## config.mk

```make
export PLATFORM = sky130hd
export DESIGN_NAME = psram_sequencer
export DESIGN_NICKNAME = d
export VERILOG_FILES = /design/src/source/psram_pkg.sv /design/src/source/psram_sequencer.sv
export VERILOG_INCLUDE_DIRS = /design/src /design/src/source
export SDC_FILE = /design/constraint.sdc
export NUM_CORES = 1
export LEC_CHECK = 0
export BUFFER_PORTS_ARGS = -buffer_cell sky130_fd_sc_hd__buf_2
export CAP_MARGIN = 20
export CORE_ASPECT_RATIO = 1.75
export CORE_UTILIZATION = 51
export CTS_CLUSTER_SIZE = 8
export DETAILED_ROUTE_END_ITERATION = 8
export GPL_TIMING_DRIVEN = 0
export PLACE_DENSITY_LB_ADDON = 0.25
export SYNTH_ARGS = -nofsm -noshare
export SYNTH_HDL_FRONTEND = slang
export SYNTH_SLANG_ARGS = --single-unit
```

## constraint.sdc

```tcl
create_clock -name sys_clk -period 2.55 [get_ports sys_clk]
set_input_delay 0.1275 -clock sys_clk [delete_from_list [all_inputs] [get_ports sys_clk]]
set_output_delay 0.1275 -clock sys_clk [all_outputs]
set_load 0.05 [all_outputs]
```

## src/source/psram_settings.svh

```systemverilog
`ifndef PSRAM_SETTINGS_SVH
`define PSRAM_SETTINGS_SVH

// sys_clk cycles per psram clock, multiple of 4
`define PSRAM_CLK_DIV 4

// power-up wait in sys_clk cycles, shortened for simulation
`define PSRAM_INIT_CYCLES 200

// ce high time between transactions, sys_clk cycles
`define PSRAM_CPH_CYCLES 6

// access latency in psram clocks (3 to 7) and its mode register code
`define PSRAM_LATENCY 5
`define PSRAM_LATENCY_CODE 3'b010

// MR8 fields
`define PSRAM_X16 1'b1
`define PSRAM_HYBRID_WRAP 1'b0
`define PSRAM_BL_CODE 2'b01

// largest beat count of one burst
`define PSRAM_MAX_BURST 64

`endif

```

## src/source/psram_pkg.sv

```systemverilog
package psram_pkg;

    // one user transaction
    typedef struct packed {
        logic        write;
        logic [31:0] addr;
        logic [11:0] burst_len;
    } psram_req_t;

    // one write beat, mask bit set means byte is skipped
    typedef struct packed {
        logic [15:0] data;
        logic [1:0]  mask;
    } psram_beat_t;

    typedef enum logic [3:0] {
        POWER_UP,
        RESET_CMD,
        RESET_WAIT,
        MR_WRITE,
        READY,
        COMMAND,
        ADDRESS,
        LATENCY,
        WRITE,
        READ,
        DONE,
        RECOVER
    } psram_state_e;

    // what the encoder puts on the bus next
    typedef struct packed {
        psram_state_e state;
        logic [1:0]   mr_index;
        logic [1:0]   beat_idx;
        psram_req_t   req;
    } bus_phase_t;

    typedef struct packed {
        logic [15:0] dq;
        logic [1:0]  dm;
    } psram_pad_t;

endpackage

```

## src/source/psram_sequencer.sv

```systemverilog
`timescale 1ns/100ps
`include "psram_settings.svh"

module psram_sequencer (
    input  logic                  sys_clk,
    input  logic                  sys_rst,
    input  logic                  req_valid,
    input  psram_pkg::psram_req_t req,
    input  logic                  div_last,
    input  logic                  mend,
    input  logic                  strobe_edge,
    output logic                  ready,
    output psram_pkg::bus_phase_t phase,
    output logic                  clk_run,
    output logic                  rd_en,
    output logic                  wr_valid,
    output logic                  psram_ce,
    output logic                  done,
    output logic                  init_done
);
    import psram_pkg::*;

    localparam int INIT_W = $clog2(`PSRAM_INIT_CYCLES + 1);
    localparam int REC_W  = $clog2(`PSRAM_CPH_CYCLES + 1);
    localparam int CNT_W  = $clog2(`PSRAM_MAX_BURST + 1);
    localparam int LEN_W  = $bits(req.burst_len);

    psram_state_e      state_q;
    psram_state_e      state_d;
    psram_req_t        req_q;
    logic [INIT_W-1:0] init_cnt;
    logic [REC_W-1:0]  rec_cnt;
    logic [CNT_W-1:0]  data_cnt;
    logic [LEN_W-1:0]  data_cnt_w;
    logic [2:0]        lat_cnt;
    logic [1:0]        beat_idx;
    logic [1:0]        mr_index;
    logic              cfg_started;
    logic              accept;
    logic              rec_end;

    assign accept     = (state_q == READY) && req_valid;
    assign rec_end    = (state_q == RECOVER) && (rec_cnt == REC_W'(`PSRAM_CPH_CYCLES - 1));
    assign data_cnt_w = {{(LEN_W - CNT_W){1'b0}}, data_cnt};

    assign ready    = (state_q == READY);
    assign rd_en    = (state_q == READ);
    assign clk_run  = !(state_q inside {POWER_UP, READY, DONE, RECOVER});
    assign wr_valid = (state_q == WRITE) && mend && (data_cnt_w < req_q.burst_len);

    assign phase.state    = state_q;
    assign phase.mr_index = mr_index;
    assign phase.beat_idx = beat_idx;
    assign phase.req      = req_q;

    always_comb begin
        state_d = state_q;
        case (state_q)
            POWER_UP: begin
                if (init_cnt == INIT_W'(`PSRAM_INIT_CYCLES - 1)) begin
                    state_d = RESET_CMD;
                end
            end
            RESET_CMD: begin
                if (div_last) begin
                    state_d = RESET_WAIT;
                end
            end
            // three psram clocks after the global reset
            RESET_WAIT: begin
                if (div_last && beat_idx == 2'd2) begin
                    state_d = DONE;
                end
            end
            // command, don't care, register address, value
            MR_WRITE: begin
                if (div_last && beat_idx == 2'd3) begin
                    state_d = DONE;
                end
            end
            READY: begin
                if (req_valid) begin
                    state_d = COMMAND;
                end
            end
            COMMAND: begin
                if (div_last) begin
                    state_d = ADDRESS;
                end
            end
            ADDRESS: begin
                if (div_last && beat_idx == 2'd1) begin
                    state_d = LATENCY;
                end
            end
            LATENCY: begin
                if (div_last && lat_cnt == 3'(`PSRAM_LATENCY - 1)) begin
                    state_d = req_q.write ? WRITE : READ;
                end
            end
            WRITE: begin
                if (mend && data_cnt_w == req_q.burst_len) begin
                    state_d = DONE;
                end
            end
            READ: begin
                if (data_cnt_w == req_q.burst_len) begin
                    state_d = DONE;
                end
            end
            DONE: begin
                state_d = RECOVER;
            end
            RECOVER: begin
                if (rec_end) begin
                    if (init_done || (cfg_started && mr_index == 2'd2)) begin
                        state_d = READY;
                    end else begin
                        state_d = MR_WRITE;
                    end
                end
            end
            default: begin
                state_d = POWER_UP;
            end
        endcase
    end

    always_ff @(posedge sys_clk or negedge sys_rst) begin
        if (!sys_rst) begin
            state_q  <= POWER_UP;
            psram_ce <= 1'b1;
            done     <= 1'b0;
        end else begin
            state_q  <= state_d;
            // ce trails the state by one cycle so the last clock edge lands inside it
            psram_ce <= (state_q inside {POWER_UP, READY, RECOVER});
            done     <= rec_end;
        end
    end

    always_ff @(posedge sys_clk) begin
        if (accept) begin
            req_q <= req;
        end
    end

    always_ff @(posedge sys_clk or negedge sys_rst) begin
        if (!sys_rst) begin
            init_cnt <= '0;
            rec_cnt  <= '0;
            lat_cnt  <= '0;
            beat_idx <= '0;
        end else begin
            if (state_q == POWER_UP) begin
                init_cnt <= init_cnt + 1'b1;
            end
            rec_cnt <= (state_q == RECOVER) ? rec_cnt + 1'b1 : '0;
            if (state_q != LATENCY) begin
                lat_cnt <= '0;
            end else if (div_last) begin
                lat_cnt <= lat_cnt + 1'b1;
            end
            if (!(state_q inside {RESET_WAIT, MR_WRITE, ADDRESS})) begin
                beat_idx <= '0;
            end else if (div_last) begin
                beat_idx <= beat_idx + 1'b1;
            end
        end
    end

    // write beats pulled on mend, read beats counted on device strobe
    always_ff @(posedge sys_clk or negedge sys_rst) begin
        if (!sys_rst) begin
            data_cnt <= '0;
        end else if (state_q == WRITE) begin
            if (wr_valid) begin
                data_cnt <= data_cnt + 1'b1;
            end
        end else if (state_q == READ) begin
            if (strobe_edge) begin
                data_cnt <= data_cnt + 1'b1;
            end
        end else begin
            data_cnt <= '0;
        end
    end

    // init steps: reset, then MR0, MR4, MR8
    always_ff @(posedge sys_clk or negedge sys_rst) begin
        if (!sys_rst) begin
            cfg_started <= 1'b0;
            mr_index    <= 2'd0;
            init_done   <= 1'b0;
        end else if (rec_end && !init_done) begin
            if (!cfg_started) begin
                cfg_started <= 1'b1;
            end else if (mr_index == 2'd2) begin
                init_done <= 1'b1;
            end else begin
                mr_index <= mr_index + 1'b1;
            end
        end
    end

    a_no_early_req: assert property (@(posedge sys_clk) disable iff (!sys_rst)
        accept |-> init_done);

    a_data_bound: assert property (@(posedge sys_clk) disable iff (!sys_rst)
        (state_q inside {WRITE, READ}) |-> data_cnt_w <= req_q.burst_len);

endmodule

```

==> results.cfg <==
[status]
status = complete, no violations

[hold_path]
hold_class = in -> reg

[cts]
clock-root-buffer = clkbuf_16
clkSlewWorstSetupHoldPaths_ps = 60
htreeDepth = 3
cts_buffer_depth = 2
worst_skew_pair.late_latency_ps = 330
cts_buffers = 9
cts.sinks = 78
cts_setup_buffers = 0
cts_tree = done

[global_routing]
track_usage_pct = 26.60
antenna_found_initial = 0
grt_pass1_vias = 2983
grtUsageMet3_pct = 8.128
grt_max_degree = 46
globalRouteMet2Util_pct = 46.67
grt_first_pass_wirelength_um = 14120
busiest_layer = met2
grt_overflow = 0
gr-usage-met1_pct = 29.85

[route]
drtIter0Drc = 199
routed_wl_um = 8698
avgRoutedWirePerCell_um = 16.57
vias = 2798
vias_per_cell = 5.330
dr.pass1.iters = 4
ant_nets = 0
drc = 0

[timing]
hold_violations = 0
setup_tns_ps = 0
worstMarginPinSlew_ps = 785.5
skew_ps = 3.542
final.period_utilization_pct = 95.10
final_max_slew_viol_count = 0
fmax_mhz = 412.4
setup_violations = 0
grt_setup_unrepaired = false
slew_headroom_pct = 47.50
period_needed_ps = 2425

[finish]
final_common_cell = buf_2
multi_input_area_um2 = 1191
synthToLayoutAreaGrowth_pct = 41.11
diodes = 0
drive_gt1_share_pct = 31.38
final_cell_area_um2 = 4875
final_cell_mix = buf_2, dlygate4sd3_1, edfxtp_1
regArea_um2 = 2178
fillers = 422
fin_nets = 506

[die]
pin_count = 111
die_h_um = 110.9
start_util_pct = 52.83
core_um2 = 6539
rows = 39
die_area_um2 = 7120
die_x_um = 64.22

[logic_synthesis]
yosysTopAreaCell = edfxtp_1
yosysSeqAreaShare_pct = 63.06
ys_ff_latch = 78
synth_top_area_share_pct = 39.12
netlist_top_cells_area = edfxtp_1, dfrtp_1, ha_1
ys_types = 45
synth_nets = 340
synth.avg_cell_area_um2 = 12.70
netlist_area_um2 = 3455
ys_warn_count = 0
synthCells = 272

[pwr]
power_leakage_nw = 2.103
powerDensity_nw_per_um2 = 552.3
vdd_drop_max_mv = 0.6521

[critical_path]
setup.worst_path.class = reg -> reg
cp_data_required_time_ps = 2770
cp.arrival_ps = 2640
cp-end-kind = register
critPathLaunchType = register
path_max_fanout = 5

[flow_run]
drv_cap = 0

[place]
routabilityCongestion = 0.9004
hpwlAfterDp_um = 5106
port_buffers = 109
dpl-instance-area_um2 = 4116
[final timing paths]
| check | from | end | slack (ps) | depth (start not counted) |
|---|---|---|---|---|
| min in group asynchronous | sys_rst | rec_cnt[2] | 390 | 2 |
| hold / removal | mend | data_cnt[2] | 230 | 5 |
| hold reg to reg | rec_cnt[0] | rec_cnt[0] | 460 | 1 |
| setup / recovery | phase[11] | state_q[0] | 120 | 5 |
| setup reg to reg | phase[11] | state_q[0] | 120 | 5 |
| max in group asynchronous | sys_rst | beat_idx[0] | 1700 | 2 |
[what timing repair did]
item,in CTS,in global routing
hold buffers,46,0
setup endpoints to repair,0,4
hold endpoints to repair,77,0
gates resized for setup,0,2
[power by group]
part / leakage (nW) / switching, mW / total, mW / internal (mW)
Sequential: 0.848 / 0 / 1.34 / 1.34
Clock: 0.136 / 0.489 / 1.24 / 0.754
Combinational: 1.12 / 0.0385 / 0.113 / 0.0743
[flip-flops by register name, summed over array words and instances, names as in the netlist]
name	cells
beat_idx	2
done	1
init_cnt	8
cfg_started	1
state_q	4
data_cnt	7
mr_index	2
rec_cnt	3
phase	45
psram_ce	1
lat_cnt	3
init_done	1
[worst max-delay path, stage by stage (launching register included)]
cell	delay [ps]
edfxtp_1	440
or4_4	600
or3_1	430
a221oi_2	350
nand4_2	190
mux2_2	310
[stage by stage]
stage / power [mW] / hold slack, ps / utilization (%) / cells / worst slack (ps)
floorplan: 1.368 / -168.1 / - / 272 / 100.8
global placement: 1.414 / 235.4 / 62.95 / 463 / 246.5
detailed placement: 1.415 / 228.1 / 62.95 / 463 / 188.6
CTS: 2.688 / 226.0 / 74.45 / 525 / 23.52
global route: 2.761 / 249.3 / 74.55 / 525 / 7.891
finish: 2.692 / 233.7 / 74.55 / 525 / 124.9
[Yosys cell counts (all sizes together)]
| master | instances |
|---|---|
| or4 | 2 |
| or3 | 3 |
| mux2i | 2 |
| a21o | 2 |
| o21a | 1 |
| nand4 | 6 |
| o31ai | 2 |
| nand3 | 10 |
| nor2 | 15 |
| a21oi | 13 |
| a221oi | 2 |
| inv | 22 |
| a211oi | 2 |
| a31oi | 4 |
| nor3 | 5 |
| o211ai | 6 |
| a211o | 2 |
| dfrtp | 32 |
| o21ai | 11 |
| ha | 17 |
| dfstp | 1 |
| and4 | 1 |
| mux2 | 5 |
| and4b | 1 |
| xnor2 | 9 |
| nor2b | 2 |
| a2111o | 1 |
| o311ai | 5 |
| and2 | 5 |
| or2 | 1 |
| edfxtp | 45 |
| nand2b | 3 |
| nand4b | 2 |
| o2bb2ai | 1 |
| and3 | 4 |
| xor2 | 3 |
| a31o | 2 |
| nand2 | 14 |
| clkbuf | 6 |
| nor4 | 1 |
| a2111oi | 1 |
[layout make-up]
class                      count  area share [%]
buffer                         6          0.4620
sequential                    78           44.69
clock buffer                  10           4.697
tap                           82           2.105
clock inverter                 6           1.283
inverter                      22           1.694
timing repair buffer         155           20.64
multi-input combinational    166           24.44
[metal layers]
layer | routed length, µm | up-vias
li1 | - | 1342
met3 | 612 | 9
met4 | 127 | 0
met2 | 4676 | 111
met1 | 3282 | 1336
met5 | 0 | -
[cells by family (layout without fill, tap and decap cells)]
logic type                 Yosys count  in the layout  synth area share [%]
buffers and inverters               28            199                 3.042
adders and majority gates           17             17                 6.157
xor gates and xnor gates            12             12                 3.043
DFF                                 78             78                 63.06
AOI/OAI and AO/OA                   55             55                 10.87
and+or+nand+nor                     75             75                 11.63
muxes                                7              7                 2.209
Note: power is estimated with default switching activity, not from simulation.
