## config.mk

```make
export PLATFORM = sky130hd
export DESIGN_NAME = psram_read_capture
export DESIGN_NICKNAME = d
export VERILOG_FILES = /design/src/source/psram_settings.svh /design/src/source/psram_read_capture.sv
export SDC_FILE = /design/constraint.sdc
export NUM_CORES = 1
export LEC_CHECK = 0
export BUFFER_PORTS_ARGS = -buffer_cell sky130_fd_sc_hd__buf_2
export CAP_MARGIN = 0
export CELL_PAD_IN_SITES_DETAIL_PLACEMENT = 1
export CELL_PAD_IN_SITES_GLOBAL_PLACEMENT = 2
export CORE_MARGIN = 5
export CORE_UTILIZATION = 33
export DETAILED_ROUTE_END_ITERATION = 10
export PLACE_DENSITY = 0.89
export SLEW_MARGIN = 40
export SYNTH_ARGS = -nofsm -noshare
export SYNTH_HDL_FRONTEND = slang
export SYNTH_SLANG_ARGS = --single-unit
```

## constraint.sdc

```tcl
create_clock -name sys_clk -period 3.2 [get_ports sys_clk]
set_clock_uncertainty 0.15 [all_clocks]
set_input_delay 0.48 -clock sys_clk [delete_from_list [all_inputs] [get_ports sys_clk]]
set_output_delay 0.48 -clock sys_clk [all_outputs]
set_load 0.005 [all_outputs]
```

## src/source/psram_settings.svh

```systemverilog
`ifndef PSRAM_SETTINGS_SVH
`define PSRAM_SETTINGS_SVH

// sys_clk cycles per psram clock, multiple of 4
`define PSRAM_CLK_DIV 4

// power-up wait in sys_clk cycles, shortened for simulation
`define PSRAM_INIT_CYCLES 200

// ce high time between transactions, sys_clk cycles
`define PSRAM_CPH_CYCLES 6

// access latency in psram clocks (3 to 7) and its mode register code
`define PSRAM_LATENCY 5
`define PSRAM_LATENCY_CODE 3'b010

// MR8 fields
`define PSRAM_X16 1'b1
`define PSRAM_HYBRID_WRAP 1'b0
`define PSRAM_BL_CODE 2'b01

// largest beat count of one burst
`define PSRAM_MAX_BURST 64

`endif

```

## src/source/psram_read_capture.sv

```systemverilog
`timescale 1ns/100ps

module psram_read_capture (
    input  logic        sys_clk,
    input  logic        sys_rst,
    input  logic        rd_en,
    input  logic [15:0] dq_in,
    input  logic        dm_in,
    output logic        strobe_edge,
    output logic        rd_valid,
    output logic [15:0] rd_data
);
    logic        dm_meta;
    logic        dm_prev;
    logic [15:0] dq_meta;

    always_ff @(posedge sys_clk or negedge sys_rst) begin
        if (!sys_rst) begin
            dm_meta  <= 1'b0;
            dm_prev  <= 1'b0;
            rd_valid <= 1'b0;
        end else begin
            dm_meta  <= dm_in;
            dm_prev  <= dm_meta;
            rd_valid <= strobe_edge;
        end
    end

    // both strobe edges carry a beat
    assign strobe_edge = rd_en && (dm_meta ^ dm_prev);

    // dq sampled alongside the strobe
    always_ff @(posedge sys_clk) begin
        dq_meta <= dq_in;
        if (strobe_edge) begin
            rd_data <= dq_meta;
        end
    end

endmodule

```

==> impl_metrics.py, run 1 <==
metrics = {
    "setup_path": {
        "path_class": "reg2out",
        "cp.depth": 4,
        "cp-endpoint": "strobe_edge",
        "startpoint": "dm_prev$_DFF_PN0_",
        "worstReg2RegEnd": "rd_data[9]$_DFFE_PP_",
        "slowest_stage": "dfrtp_1",
        "worstPathMaxFanout": 18,
        "worst-path-buf-inv": 2,
        "slowest_delay_ns": 0.39,
        "critPathLaunchType": "flop",
        "r2r-start": "dm_prev$_DFF_PN0_",
        "cp_top_family": "buffers and inverters",
        "critical_path_required_ns": 2.57,
        "endpoint_kind": "output port",
        "path_cells": "xor2_1, and2_1, buf_4, buf_2",
        "arrival_ns": 1.38,
        "r2r_cells": 3,
        "rrSetupSlack_ns": 1.85,
    },
    "floorplan": {
        "die_width_um": 62.0,
        "pin_count": 38,
        "rows": 18,
        "die_height_um": 62.0,
        "start_util_pct": 35.3,
        "dieArea_um2": 3840,
        "coreArea_um2": 2520,
    },
    "clock_tree": {
        "ctsRootBufferMaster": "clkbuf_4",
        "cts_max_path_buffers": 2,
        "clk_pin_slew_ns": 0.09,
        "insertion_delay_ns": 0.32,
        "numCtsBuffers": 5,
        "cts_resized": 0,
        "cts_max_level": 2,
        "tritoncts": "built",
        "clock-sinks": 35,
    },
    "global_route": {
        "grt_max_degree": 19,
        "grt_overflow": 0,
        "antenna_found_initial": 0,
        "grt_pass1_wl_um": 2210,
        "grt_usage_pct": 9.08,
        "grt_pass1_vias": 484,
    },
    "yosys": {
        "synthesis.area_um2": 891,
        "synth_xor_area_share_pct": 0.983,
        "yosysWarnings": 0,
        "synth_top_area_share_pct": 53.9,
        "yosys.area.top_type": "edfxtp_1",
        "ys_types": 5,
        "synth.mux.area_fraction_pct": 0,
        "synth_area_leaders": "edfxtp_1, dfxtp_1, dfrtp_1",
        "synth-simple-area-share_pct": 0.702,
        "synth-compound-area-share_pct": 0,
        "ys_ff_latch": 35,
        "synth_nets": 57,
        "synth_cells": 37,
        "avgSynthCellArea_um2": 24.1,
        "yosysSeqAreaShare_pct": 98.3,
        "synth_top_family_by_area": "XOR/XNOR gates",
        "synth_fa_ha_area_share_pct": 0,
    },
    "detailed_routing": {
        "viasPerCell": 3.97,
        "drc": 0,
        "wirelength_um": 1410,
        "vias": 453,
        "avgRoutedWirePerCell_um": 12.3,
        "antenna_left": 0,
        "first_pass_iters": 2,
        "drtIter0Drc": 2,
    },
    "finish": {
        "multi_input_area_um2": 15.0,
        "layout_common_cells": "buf_2, dfxtp_1, edfxtp_1",
        "area_growth_pct": 32.6,
        "nFillCells": 273,
        "final_cell_area_um2": 1180,
        "mostFrequentLayoutCell": "buf_2",
        "layout-drive-gt1-share_pct": 52.4,
        "fin_nets": 103,
        "antennaDiodeCount": 0,
        "seqCellArea_um2": 876,
    },
    "timing": {
        "fin_crit_ns": 2.01,
        "fin_crit_sh_pct": 62.7,
        "setup_viol": 0,
        "setup_tns_ns": 0,
        "tightestPinTransition_ns": 0.214,
        "timing.fmax_mhz": 498,
        "slew_headroom_pct": 85.7,
        "drv_slew": 0,
        "finalHoldViolations": 0,
        "rsz0062_at_grt": "false",
    },
    "place": {
        "gp_congestion": 0.618,
        "place_hpwl_um": 1100,
        "port_buffers": 37,
        "placed_cell_area_um2": 1120,
    },
    "status": {
        "status": "completed",
    },
    "pwr": {
        "p_per_area_nw_per_um2": 631,
        "vdd_drop_max_v": 0.000359,
        "p_leak_nw": 0.514,
    },
    "hold_path": {
        "min_path_type": "in2reg",
    },
    "run": {
        "maxCapViolCount": 0,
    },
}
==> cells by family after synthesis <==
group,Yosys count
xor gates and xnor gates,1
DFF,35
and+or+nand+nor,1
==> layer usage <==
metal,global-route usage [%],routed length [um],vias to the layer above
met4,4.55,29,0
met3,9.71,216,3
met1,8.22,433,207
li1,-,-,219
met5,0,0,-
met2,12.7,724,24
==> metrics by stage <==
step / total power (W) / utilization [%] / hold slack (ns) / setup WS, ns / cells
finish: 0.000745 / 46.8 / 0.102 / 1.19 / 114
floorplan: 0.000517 / - / 0.0344 / 1.58 / 37
global route: 0.000789 / 46.8 / 0.0566 / 1.08 / 114
detailed placement: 0.000547 / 44.4 / 0.130 / 1.49 / 105
CTS: 0.000757 / 46.8 / 0.0851 / 1.15 / 114
global placement: 0.000543 / 44.4 / 0.125 / 1.52 / 105
==> registers in the layout (all words and copies together), names as in the netlist <==
register / count
dq_meta: 16
rd_data: 16
dm_meta: 1
dm_prev: 1
rd_valid: 1
==> synth_stat cells <==
cell,instances
dfxtp_1,16
edfxtp_1,16
dfrtp_1,3
and2_1,1
xor2_1,1
==> where the power goes <==
group	leakage [nW]	internal (W)	switching, W	total [W]
registers	0.321	0.000494	0.00000589	0.000500
logic	0.163	0.0000189	0.0000162	0.0000351
clock network	0.0293	0.0000855	0.000124	0.000209
==> worst reg2reg max path, delay by kind of cell (launching register included) <==
family                 cells  cell delay, ns
AND/OR/NAND/NOR            1            0.13
flip-flops                 1            0.39
XOR/XNOR                   1            0.13
buffers and inverters      1            0.24
==> what timing repair did <==
| item | in CTS | in global routing |
|---|---|---|
| hold buffers | 1 | 0 |
| endpoints found under the hold margin | 3 | 0 |
| setup buffers | 0 | 0 |
==> layout make-up <==
cell class / instances / area share, %
well taps: 30 / 3.18
clock inverters: 1 / 0.424
flip-flops and latches: 35 / 74.2
clock buffers: 7 / 3.81
multi-input cells: 2 / 1.27
repair buffers: 39 / 17.2
==> how the worst min path moves through the flow <==
stage | cells past startpoint | endpoint | start | slack (ns)
6_report | 1 | dq_meta[1]$_DFF_P_ | dq_in[1] | 0.10
5_1_grt | 1 | dq_meta[1]$_DFF_P_ | dq_in[1] | 0.06
4_1_cts | 1 | dq_meta[1]$_DFF_P_ | dq_in[1] | 0.09
3_5_place_dp | 1 | dm_prev$_DFF_PN0_ | sys_rst | 0.13
3_3_place_gp | 1 | dm_meta$_DFF_PN0_ | sys_rst | 0.12
2_1_floorplan | 0 | dm_meta$_DFF_PN0_ | sys_rst | 0.03
Note: power is estimated with default switching activity, not from simulation.
==> inputs of run 2 (changes only) <==
--- a/config.mk
+++ b/config.mk
@@ -10,9 +10,9 @@
 export CELL_PAD_IN_SITES_DETAIL_PLACEMENT = 1
 export CELL_PAD_IN_SITES_GLOBAL_PLACEMENT = 2
 export CORE_MARGIN = 5
-export CORE_UTILIZATION = 33
+export CORE_UTILIZATION = 28
 export DETAILED_ROUTE_END_ITERATION = 10
-export PLACE_DENSITY = 0.89
+export PLACE_DENSITY = 0.81
 export SLEW_MARGIN = 40
 export SYNTH_ARGS = -nofsm -noshare
 export SYNTH_HDL_FRONTEND = slang
==> constraint.sdc (replaced) <==
create_clock -name sys_clk -period 1.73 [get_ports sys_clk]
set_clock_uncertainty 0.15 [all_clocks]
set_input_delay 0.2595 -clock sys_clk [delete_from_list [all_inputs] [get_ports sys_clk]]
set_output_delay 0.2595 -clock sys_clk [all_outputs]
set_load 0.005 [all_outputs]
==> run 2 against run 1 <==
Clock power rose by 90%; wire length rose by 14%; cell area rose by 17%; critical endpoint unchanged.
==> impl_metrics.py, run 2 (same netlist as run 1, synthesis figures left out) <==
metrics = {
    "clock_tree": {
        "insertion_delay_ns": 0.33,
        "clock-sinks": 35,
        "cts_max_path_buffers": 2,
        "numCtsBuffers": 5,
        "clk_pin_slew_ns": 0.09,
        "tritoncts": "built",
        "ctsRootBufferMaster": "clkbuf_4",
        "cts_max_level": 2,
    },
    "hold_path": {
        "hold_end": "rd_valid$_DFF_PN0_",
        "hold_path_startpoint": "rd_en",
        "hold_depth": 2,
        "min_path_type": "in2reg",
    },
    "setup_path": {
        "path_cells": "xor2_1, and2_2, buf_2",
        "endpoint_kind": "output port",
        "r2r_cells": 3,
        "slowest_delay_ns": 0.38,
        "r2r-start": "dm_prev$_DFF_PN0_",
        "worstPathMaxFanout": 7,
        "cp_top_family": "flip-flops",
        "critical_path_required_ns": 1.32,
        "critPathLaunchType": "flop",
        "worst-path-buf-inv": 1,
        "slowest_stage": "dfrtp_1",
        "rrSetupSlack_ns": 0.37,
        "worstReg2RegEnd": "rd_data[6]$_DFFE_PP_",
        "arrival_ns": 1.23,
        "cp.depth": 3,
        "path_class": "reg2out",
    },
    "finish": {
        "layout-drive-gt1-share_pct": 45.6,
        "final_cell_area_um2": 1390,
        "area_growth_pct": 55.5,
        "top_regs": "dq_meta x16, rd_data x16",
        "fin_nets": 122,
        "mostFrequentLayoutCell": "buf_2",
        "layout_common_cells": "buf_2, dlygate4sd3_1, dfxtp_1, edfxtp_1, clkbuf_4",
        "antennaDiodeCount": 0,
    },
    "timing": {
        "setup_viol": 0,
        "drv_slew": 0,
        "fin_crit_ns": 1.64,
        "slew_headroom_pct": 90.2,
        "setup_tns_ns": 0,
        "rsz0062_at_grt": "false",
        "fin_crit_sh_pct": 95.0,
        "finalHoldViolations": 0,
        "timing.fmax_mhz": 608,
        "tightestPinTransition_ns": 0.146,
    },
    "floorplan": {
        "die_height_um": 66.4,
        "start_util_pct": 29.2,
        "pin_count": 38,
        "coreArea_um2": 3050,
        "dieArea_um2": 4410,
        "die_width_um": 66.4,
        "rows": 20,
    },
    "detailed_routing": {
        "wirelength_um": 1600,
        "avgRoutedWirePerCell_um": 10.9,
        "drtIter0Drc": 12,
        "antenna_left": 0,
        "drc": 0,
        "vias": 526,
        "first_pass_iters": 2,
        "viasPerCell": 3.58,
    },
    "pwr": {
        "p_leak_nw": 0.596,
        "vdd_drop_max_v": 0.000420,
        "p_per_area_nw_per_um2": 1030,
    },
    "place": {
        "port_buffers": 37,
        "gp_congestion": 0.603,
        "place_hpwl_um": 1160,
        "placed_cell_area_um2": 1150,
    },
    "global_route": {
        "grt_overflow": 0,
        "grt_usage_pct": 8.54,
        "grt_max_degree": 11,
        "grt_pass1_wl_um": 2480,
        "grt_pass1_vias": 563,
        "antenna_found_initial": 0,
    },
    "run": {
        "maxCapViolCount": 0,
    },
    "status": {
        "status": "completed",
    },
}
## run 2: changes by cell type in the layout (fill, tap and decap cells not counted)
cell,change
dlygate4sd3_1,+17
buf_4,+2
and2_2,+1
and2_1,-1
## run 2: worst max path at each step
| stage | from | endpoint |
|---|---|---|
| 6_report | dm_prev$_DFF_PN0_ | strobe_edge |
| 5_1_grt | dm_prev$_DFF_PN0_ | strobe_edge |
| 4_1_cts | dm_prev$_DFF_PN0_ | strobe_edge |
| 3_5_place_dp | dm_prev$_DFF_PN0_ | rd_data[0]$_DFFE_PP_ |
| 3_3_place_gp | dm_prev$_DFF_PN0_ | rd_data[3]$_DFFE_PP_ |
| 2_1_floorplan | dm_prev$_DFF_PN0_ | rd_data[0]$_DFFE_PP_ |
## run 2: worst reg2reg max path: stages, from the launching register on
cell and delay [ns]:
dfrtp_1 0.38, xor2_1 0.13, and2_2 0.23, buf_4 0.18
## run 2: layout make-up
cell class / count / area (um^2)
timing repair buffer: 58 / 388
multi-input combinational: 2 / 16.3
tap: 44 / 55.1
fill: 332 / 1670
sequential: 35 / 876
clock buffer: 7 / 45.0
clock inverter: 1 / 5.00
## run 2: repair_timing
action                                  CTS  global route
endpoints found under the hold margin    20             0
setup buffers                             0             1
endpoints found under the setup margin    1             1
resized for setup                         1             0
hold buffers                             18             0
## run 2: metrics by stage
| stage | total power (W) | worst slack [ns] | std cells | hold slack [ns] | utilization, % |
|---|---|---|---|---|---|
| after floorplan | 0.000957 | 0.218 | 37 | -0.186 | - |
| after global placement | 0.00101 | 0.309 | 120 | -0.0982 | 37.5 |
| after detailed placement | 0.00101 | 0.247 | 120 | -0.0950 | 37.5 |
| after CTS | 0.00145 | 0.0211 | 146 | 0.0685 | 45.1 |
| after global routing | 0.00150 | 0.00249 | 147 | 0.105 | 45.4 |
| final | 0.00142 | 0.0857 | 147 | 0.116 | 45.4 |
## run 2: power breakdown
group / switching, W / internal [W] / leakage [nW] / total, W
combinational: 0.0000358 / 0.0000637 / 0.245 / 0.0000995
sequential: 0.0000103 / 0.000914 / 0.321 / 0.000925
clock: 0.000239 / 0.000158 / 0.0293 / 0.000397
total: 0.000285 / 0.00114 / 0.596 / 0.00142
## run 2: routing by layer
metal | up-vias | GRT usage [%] | wire length, um
met5 | - | 0 | 0
met4 | 0 | 8.38 | 40
met3 | 5 | 4.25 | 140
met2 | 25 | 13.5 | 839
met1 | 237 | 7.68 | 575
li1 | 259 | - | -
