$ cat src/source/psram_settings.svh
`ifndef PSRAM_SETTINGS_SVH
`define PSRAM_SETTINGS_SVH

// sys_clk cycles per psram clock, multiple of 4
`define PSRAM_CLK_DIV 4

// power-up wait in sys_clk cycles, shortened for simulation
`define PSRAM_INIT_CYCLES 200

// ce high time between transactions, sys_clk cycles
`define PSRAM_CPH_CYCLES 6

// access latency in psram clocks (3 to 7) and its mode register code
`define PSRAM_LATENCY 5
`define PSRAM_LATENCY_CODE 3'b010

// MR8 fields
`define PSRAM_X16 1'b1
`define PSRAM_HYBRID_WRAP 1'b0
`define PSRAM_BL_CODE 2'b01

// largest beat count of one burst
`define PSRAM_MAX_BURST 64

`endif

$ cat src/source/psram_clk_gen.sv
`timescale 1ns/100ps
`include "psram_settings.svh"

module psram_clk_gen (
    input  logic sys_clk,
    input  logic sys_rst,
    input  logic clk_run,
    output logic psram_clk,
    output logic div_last,
    output logic mend
);
    localparam int DIV = `PSRAM_CLK_DIV;
    localparam int CW  = $clog2(DIV);

    logic [CW-1:0] div_cnt;

    // divide counter restarts from zero each time the clock is enabled
    always_ff @(posedge sys_clk or negedge sys_rst) begin
        if (!sys_rst) begin
            div_cnt <= '0;
        end else if (!clk_run || div_cnt == CW'(DIV - 1)) begin
            div_cnt <= '0;
        end else begin
            div_cnt <= div_cnt + 1'b1;
        end
    end

    assign div_last = clk_run && (div_cnt == CW'(DIV - 1));

    // low half first, then high half
    always_ff @(posedge sys_clk or negedge sys_rst) begin
        if (!sys_rst) begin
            psram_clk <= 1'b0;
        end else if (!clk_run) begin
            psram_clk <= 1'b0;
        end else begin
            psram_clk <= (div_cnt >= CW'(DIV / 2));
        end
    end

    // data change points, centered between the clock edges
    always_ff @(posedge sys_clk or negedge sys_rst) begin
        if (!sys_rst) begin
            mend <= 1'b0;
        end else begin
            mend <= clk_run && (div_cnt == CW'(DIV / 4 - 1) || div_cnt == CW'(3 * DIV / 4 - 1));
        end
    end

    a_clk_stops: assert property (@(posedge sys_clk) disable iff (!sys_rst)
        !$past(clk_run) |-> !psram_clk);

endmodule

$ cat config.mk
export PLATFORM = sky130hd
export DESIGN_NAME = psram_clk_gen
export DESIGN_NICKNAME = d
export VERILOG_FILES = /design/src/source/psram_clk_gen.sv
export VERILOG_INCLUDE_DIRS = /design/src /design/src/source
export SDC_FILE = /design/constraint.sdc
export NUM_CORES = 1
export LEC_CHECK = 0
export ABC_AREA = 1
export BUFFER_PORTS_ARGS = -buffer_cell sky130_fd_sc_hd__buf_2
export CAP_MARGIN = 20
export CORE_AREA = 2 2 39 41
export DETAILED_ROUTE_END_ITERATION = 8
export DIE_AREA = 0 0 41 43
export PLACE_DENSITY = 0.31
export SYNTH_ARGS = -nofsm -noshare
export SYNTH_HDL_FRONTEND = slang
export SYNTH_SLANG_ARGS = --single-unit
$ cat constraint.sdc
create_clock -name sys_clk -period 1.45 [get_ports sys_clk]
set_input_delay 0.145 -clock sys_clk [delete_from_list [all_inputs] [get_ports sys_clk]]
set_output_delay 0.145 -clock sys_clk [all_outputs]
set_load 0.1 [all_outputs]
==> results of run 1 <==
## repair_timing
action,CTS,global route
endpoints found under the setup margin,0,0
resized for setup,0,0
endpoints found under the hold margin,4,0
hold buffers,1,0
## power breakdown
| part | internal, mW | total (mW) | leakage, nW | switching (mW) |
|---|---|---|---|---|
| Sequential | 0.126 | 0.134 | 0.0518 | 0.00778 |
| Combinational | 0.0256 | 0.113 | 0.0961 | 0.0874 |
| Clock | 0.0918 | 0.128 | 0.0138 | 0.0364 |
| Total | 0.244 | 0.375 | 0.162 | 0.132 |
## final timing paths
kind	to	cells past startpoint
worst max-delay path	div_last	4
worst min-delay path	mend	3
worst max register to register	div_cnt[1]	4
worst min register to register	div_cnt[0]	1
max in group asynchronous	div_cnt[0]	2
min in group asynchronous	psram_clk	2
## worst max-delay path: stages (launching register included)
cell,delay [ns]
sky130_fd_sc_hd__dfrtp_1,0.40
sky130_fd_sc_hd__ha_1,0.21
sky130_fd_sc_hd__nand2_1,0.06
sky130_fd_sc_hd__inv_1,0.06
sky130_fd_sc_hd__buf_12,0.16
## synthesized netlist by cell type
master                    instances  area share, %
sky130_fd_sc_hd__nand2_1          2            3.9
sky130_fd_sc_hd__dfrtp_1          4             53
sky130_fd_sc_hd__ha_1             3             20
sky130_fd_sc_hd__nor2_1           6             12
sky130_fd_sc_hd__inv_1            6             12
## metrics by stage
stage          setup slack (ns)  cell area, sq um  power [mW]  instances  utilization [%]
2_1_floorplan             0.146               190       0.223         21                -
3_3_place_gp              0.408               250       0.248         42             18.1
3_5_place_dp              0.427               250       0.248         42             18.1
4_1_cts                   0.174               283       0.386         46             20.4
5_1_grt                   0.126               283       0.406         46             20.4
6_report                  0.191               283       0.375         46             20.4
## cell type report
cell class                 instances  share of cell area, %
inverter                           6                   7.96
tap                               16                   7.08
clock buffer                       3                   7.96
timing repair buffer               6                   17.7
sequential                         4                   35.4
multi-input combinational         11                   23.9
## cells by family after synthesis
kind of cell / count (synthesis)
simple gates: 8
fa+ha+maj: 3
buf+inv: 6
flops: 4
## layer usage
layer / wire length [um] / vias up / part of all wire [%] / global-route usage (%)
met5: 0 / - / 0 / 0
met4: 0 / 0 / 0 / 8.00
met3: 28 / 0 / 9.9 / 1.57
met2: 150 / 6 / 53 / 5.94
met1: 105 / 61 / 37 / 4.52
li1: - / 78 / - / -
## flip-flops by register name (all words and copies together) (netlist names)
name / flops
div_cnt: 2
mend: 1
psram_clk: 1
==> tab_implementation.tex, run 1 <==
\begin{tabular}{lr}
\hline
Metric & Value \\
\hline
\multicolumn{2}{l}{\textbf{Timing}} \\
\quad Slew Limit Fails & 0 \\
\quad Setup Viol. Count Final & 0 \\
\quad Total negative slack for setup checks & 0 ns \\
\quad RSZ-0062 raised after global routing & no \\
\quad Measured slew at the worst slew-check pin & 0.485 ns \\
\quad Final Skew & 0.00143 ns \\
\quad Number of hold violations in the final report & 0 \\
\quad Tcrit/Tclk final & 86.8\% \\
\quad Headroom to the max-slew limit & 67.9\% \\
\quad Peak clock frequency supported by timing & 794 MHz \\
\quad Final worst hold slack & 0.176 ns \\
\quad Fin crit period & 1.26 ns \\
\multicolumn{2}{l}{\textbf{Worst setup path}} \\
\quad Arrival time reported for the critical path endpoint & 1.11 ns \\
\quad Max FO, Critical Path & 4 \\
\quad Startpoint type of the worst setup path & flip-flop \\
\quad Critical path launch point & div\_cnt[1] \\
\quad Flop-to-flop setup slack & 0.53 ns \\
\quad Nature of the critical path endpoint & output pin \\
\quad Req. time, crit path & 1.31 ns \\
\quad Worst R2R Start & div\_cnt[0] \\
\quad Kind of critical path & flip-flop to output pin \\
\multicolumn{2}{l}{\textbf{CTS}} \\
\quad Root buf cell & sky130\_fd\_sc\_hd\_\_clkbuf\_4 \\
\quad Max Buffers Root-to-Sink & 2 \\
\quad CTS buffer count & 3 \\
\quad Clock tree from TritonCTS & yes \\
\quad Post-CTS Setup Bufs & 0 \\
\quad CTS HTree Levels & 1 \\
\quad Clk sink count & 4 \\
\quad Worst-path clk slew & 0.03 ns \\
\quad Later-pin clock latency in the skew report & 0.23 ns \\
\multicolumn{2}{l}{\textbf{Finish}} \\
\quad Layout cells sized above 1 & 26.7\% \\
\quad Total area of multi-input combinational cells & 67.6 sq um \\
\quad Antenna cell count & 0 \\
\quad Syn-to-layout area delta & 48.7\% \\
\quad Flip-flop and latch area & 100 sq um \\
\quad Commonest non-fill, non-tap cells in the layout & sky130\_fd\_sc\_hd\_\_inv\_1 (6), sky130\_fd\_sc\_hd\_\_nor2\_1 (6), sky130\_fd\_sc\_hd\_\_dfrtp\_1 (4), sky130\_fd\_sc\_hd\_\_buf\_2 (4) \\
\quad Layout filler cell count & 151 \\
\quad Number of nets in the final layout & 38 \\
\multicolumn{2}{l}{\textbf{Placed design}} \\
\quad PortBufs & 5 \\
\quad Routability congestion estimate from global placement & 0.623 \\
\quad Placed wire-length estimate & 256 um \\
\multicolumn{2}{l}{\textbf{Routing}} \\
\quad Final wirelength & 283 um \\
\quad Routed Antenna Nets & 0 \\
\quad Residual DRC count & 0 \\
\quad Initial DRT Pass Iterations & 1 \\
\quad Via Count & 145 \\
\quad Drt first-iter violations & 0 \\
\quad Per-cell routed wire length & 6.15 um \\
\quad Vias per Instance & 3.15 \\
\multicolumn{2}{l}{\textbf{GRT}} \\
\quad Number of global-route vias before repair & 151 \\
\quad Wire length of the first global-routing pass & 503 um \\
\quad GR Util All Layers & 4.82\% \\
\quad Initial antenna violation count & 0 \\
\quad Remaining global-route overflow & 0 \\
\quad Largest net degree at the start of global routing & 5 \\
\multicolumn{2}{l}{\textbf{Yosys}} \\
\quad Netlist cell types & 5 \\
\quad Mapped Avg Cell Area & 9.06 sq um \\
\quad Largest family of logic cells by synthesized area & adder cells \\
\quad Synthesis warning total & 0 \\
\quad Share of synthesized area occupied by flip-flops and latches & 52.6\% \\
\quad Register bit total from synthesis & 4 \\
\quad Simple-gate share of the synthesized area & 15.8\% \\
\quad Syn\_nets & 27 \\
\quad Cell area after technology mapping & 190 sq um \\
\quad Gate count after technology mapping & 21 \\
\quad Proportion of synthesized area in mux cells & 0\% \\
\quad Complex-gate fraction of the synthesized area & 0\% \\
\quad Post-synthesis adder-cell area fraction & 19.7\% \\
\quad Post-synthesis xor/xnor area fraction & 0\% \\
\multicolumn{2}{l}{\textbf{Min path}} \\
\quad Class of the worst hold path & primary input to flip-flop \\
\quad Critical hold path startpoint & clk\_run \\
\multicolumn{2}{l}{\textbf{Floorplan}} \\
\quad Die area & 0.00176 sq mm \\
\quad IO Count & 6 \\
\quad Die Span Y & 43 um \\
\quad Initial cell density of the core & 13.7\% \\
\quad Number of cell rows & 14 \\
\quad Die X-Extent & 41 um \\
\quad CORE AREA & 0.00138 sq mm \\
\multicolumn{2}{l}{\textbf{Pwr}} \\
\quad Power density over the cells & 1330 mW/mm\^{}2 \\
\quad Static leakage & 0.162 nW \\
\quad Maximum vdd drop & 0.000250 V \\
\multicolumn{2}{l}{\textbf{Outcome}} \\
\quad Status & finished clean \\
\multicolumn{2}{l}{\textbf{Job}} \\
\quad Max-capacitance violation count & 0 \\
\hline
\end{tabular}
(Power assumes the default switching activity.)
==> run 2: changes to the inputs <==
==> constraint.sdc (replaced) <==
create_clock -name sys_clk -period 1.45 [get_ports sys_clk]
set_input_delay 0.435 -clock sys_clk [delete_from_list [all_inputs] [get_ports sys_clk]]
set_output_delay 0.435 -clock sys_clk [all_outputs]
set_load 0.1 [all_outputs]
==> tab_implementation.tex, run 2 (synthesis gave the netlist of run 1 again) <==
\begin{tabular}{lr}
\hline
Metric & Value \\
\hline
\multicolumn{2}{l}{\textbf{Timing}} \\
\quad RSZ-0062 raised after global routing & yes \\
\quad Final Skew & 0.00327 ns \\
\quad Fin crit period & 1.56 ns \\
\quad Setup Viol. Count Final & 1 \\
\quad Slew Limit Fails & 0 \\
\quad Number of hold violations in the final report & 0 \\
\quad Post-route setup slack & -0.115 ns \\
\quad Final worst hold slack & 0.463 ns \\
\quad Measured slew at the worst slew-check pin & 0.0992 ns \\
\quad Peak clock frequency supported by timing & 639 MHz \\
\quad Tcrit/Tclk final & 108\% \\
\quad Total negative slack for setup checks & -0.115 ns \\
\quad Headroom to the max-slew limit & 93.4\% \\
\multicolumn{2}{l}{\textbf{Routing}} \\
\quad Initial DRT Pass Iterations & 1 \\
\quad Met2 WL & 141 um \\
\quad Routed Antenna Nets & 0 \\
\quad Via Count & 153 \\
\quad Per-cell routed wire length & 6.35 um \\
\quad Met3 routed WL & 41 um \\
\quad Wire length on met1 & 123 um \\
\quad Residual DRC count & 0 \\
\quad Final wirelength & 305 um \\
\quad Drt first-iter violations & 0 \\
\quad Top layer used by detailed routing & met3 \\
\quad Vias per Instance & 3.19 \\
\multicolumn{2}{l}{\textbf{Finish}} \\
\quad Layout cells sized above 1 & 40.6\% \\
\quad Most frequent standard cell in the layout excluding fill and tap cells & sky130\_fd\_sc\_hd\_\_nor2\_1 \\
\quad Commonest non-fill, non-tap cells in the layout & sky130\_fd\_sc\_hd\_\_nor2\_1 (6), sky130\_fd\_sc\_hd\_\_inv\_1 (5), sky130\_fd\_sc\_hd\_\_dfrtp\_1 (4) \\
\quad Largest register by flop count & div\_cnt \\
\quad Flip-flop and latch area & 100 sq um \\
\quad Biggest registers after layout & div\_cnt: 2 flops, mend: 1 flops, psram\_clk: 1 flops \\
\quad End-of-flow core utilization & 24.3\% \\
\quad Total area of multi-input combinational cells & 72.6 sq um \\
\quad Syn-to-layout area delta & 77.0\% \\
\quad Layout filler cell count & 157 \\
\quad Antenna cell count & 0 \\
\quad Number of flip-flops in the largest register & 2 \\
\quad Number of nets in the final layout & 40 \\
\multicolumn{2}{l}{\textbf{CTS}} \\
\quad Worst-path clk slew & 0.04 ns \\
\quad Later-pin clock latency in the skew report & 0.23 ns \\
\quad Resize count post-CTS & 0 \\
\quad CTS HTree Levels & 1 \\
\quad Clock tree from TritonCTS & yes \\
\quad CTS buffer count & 3 \\
\quad Root buf cell & sky130\_fd\_sc\_hd\_\_clkbuf\_4 \\
\quad Clk sink count & 4 \\
\quad Max Buffers Root-to-Sink & 2 \\
\multicolumn{2}{l}{\textbf{Placed design}} \\
\quad Placed wire-length estimate & 234 um \\
\quad PortBufs & 5 \\
\quad Routability congestion estimate from global placement & 0.723 \\
\multicolumn{2}{l}{\textbf{Worst setup path}} \\
\quad Max FO, Critical Path & 2 \\
\quad Worst reg2reg path endpoint & div\_cnt[1] \\
\quad Flop-to-flop setup slack & 0.45 ns \\
\quad Nature of the critical path endpoint & output pin \\
\quad Kind of critical path & flip-flop to output pin \\
\quad Req. time, crit path & 1.02 ns \\
\quad Cell type group with the largest total delay on the critical path & flip-flops \\
\quad CP peak stage delay & 0.38 ns \\
\quad Worst R2R Start & div\_cnt[0] \\
\quad Startpoint type of the worst setup path & flip-flop \\
\quad Crit-path slowest cell & sky130\_fd\_sc\_hd\_\_dfrtp\_1 \\
\quad Worst Path Buf+Inv & 2 \\
\quad CP cell instances & ha\_2, nand2\_2, clkinvlp\_4, buf\_12 \\
\quad Reg2reg path depth & 5 \\
\quad Arrival time reported for the critical path endpoint & 1.13 ns \\
\multicolumn{2}{l}{\textbf{Min path}} \\
\quad Number of stages on the worst hold path & 3 \\
\quad Class of the worst hold path & primary input to flip-flop \\
\quad Critical hold path startpoint & clk\_run \\
\quad Hold Path Sink & psram\_clk \\
\multicolumn{2}{l}{\textbf{Pwr}} \\
\quad Clock group share of total power & 32.1\% \\
\quad Switching power summed over all nets & 0.145 mW \\
\quad Static leakage & 0.168 nW \\
\quad Fraction of power consumed by sequential logic & 32.4\% \\
\quad Cell Int Power & 0.276 mW \\
\quad Power density over the cells & 1250 mW/mm\^{}2 \\
\quad Net Sw Frac & 34.5\% \\
\quad Part of the total power dissipated in combinational logic & 35.5\% \\
\quad Maximum vdd drop & 0.000555 V \\
\multicolumn{2}{l}{\textbf{Floorplan}} \\
\quad Die X-Extent & 41 um \\
\quad Die area & 0.00176 sq mm \\
\quad Initial cell density of the core & 13.7\% \\
\quad Die Span Y & 43 um \\
\quad CORE AREA & 0.00138 sq mm \\
\quad IO Count & 6 \\
\quad Number of cell rows & 14 \\
\multicolumn{2}{l}{\textbf{GRT}} \\
\quad Initial antenna violation count & 0 \\
\quad Remaining global-route overflow & 0 \\
\quad GR Util All Layers & 5.44\% \\
\quad Wire length of the first global-routing pass & 531 um \\
\quad Number of global-route vias before repair & 156 \\
\quad Largest net degree at the start of global routing & 5 \\
\multicolumn{2}{l}{\textbf{Job}} \\
\quad Max-capacitance violation count & 0 \\
\multicolumn{2}{l}{\textbf{Outcome}} \\
\quad Failing checks & setup timing \\
\quad Status & finished with violations \\
\hline
\end{tabular}
run 2: changes by cell type in the layout (fill, tap and decap cells not counted), sizes merged:
cell      change
buf           +2
inv           -1
clkinvlp      +1
run 2: worst max-delay path by stage:
stage | from | endpoint | slack [ns] | depth (start not counted)
after floorplan | div_cnt[1] | div_last | -0.03 | 3
after detailed placement | div_cnt[1] | div_last | 0.09 | 4
final | div_cnt[1] | div_last | -0.11 | 4
after global placement | div_cnt[1] | div_last | 0.1 | 4
after global routing | div_cnt[1] | div_last | -0.17 | 4
after CTS | div_cnt[1] | div_last | -0.13 | 4
run 2: tightest hold or removal path, cell delays in order:
cell and delay, ns:
sky130_fd_sc_hd__buf_2 0.12, sky130_fd_sc_hd__inv_1 0.06, sky130_fd_sc_hd__nor2_1 0.04
run 2: layout make-up:
class | count | area share [%]
clock buffer | 3 | 6.69
inverter | 6 | 7.81
multi-input combinational | 11 | 21.6
sequential | 4 | 29.7
tap | 16 | 5.95
timing repair buffer | 8 | 28.3
run 2: power groups by stage:
stage / logic, mW / clock network [mW] / registers, mW
floorplan: 0.0365 / 0 / 0.189
global placement: 0.136 / 0 / 0.140
detailed placement: 0.137 / 0 / 0.141
CTS: 0.151 / 0.143 / 0.137
global route: 0.161 / 0.151 / 0.137
finish: 0.150 / 0.135 / 0.137
run 2: metrics by stage:
stage	worst slack (ns)	std cells	area, sq um	power (mW)
2_1_floorplan	-0.0333	21	199	0.225
3_3_place_gp	0.0961	42	289	0.276
3_5_place_dp	0.0918	42	289	0.277
4_1_cts	-0.129	48	337	0.431
5_1_grt	-0.168	48	337	0.450
6_report	-0.115	48	337	0.422
run 2: routing by layer:
| layer | vias to the layer above | GRT usage (%) |
|---|---|---|
| li1 | 80 | - |
| met2 | 6 | 6.88 |
| met5 | - | 0 |
| met3 | 0 | 7.85 |
| met1 | 67 | 3.57 |
| met4 | 0 | 4.00 |
run 2: repair_timing:
action                                  in CTS  in global routing
endpoints found under the setup margin       1                  1
hold buffers                                 1                  0
pin swaps                                    2                  0
endpoints found under the hold margin        4                  0
buffers inserted                             2                  0
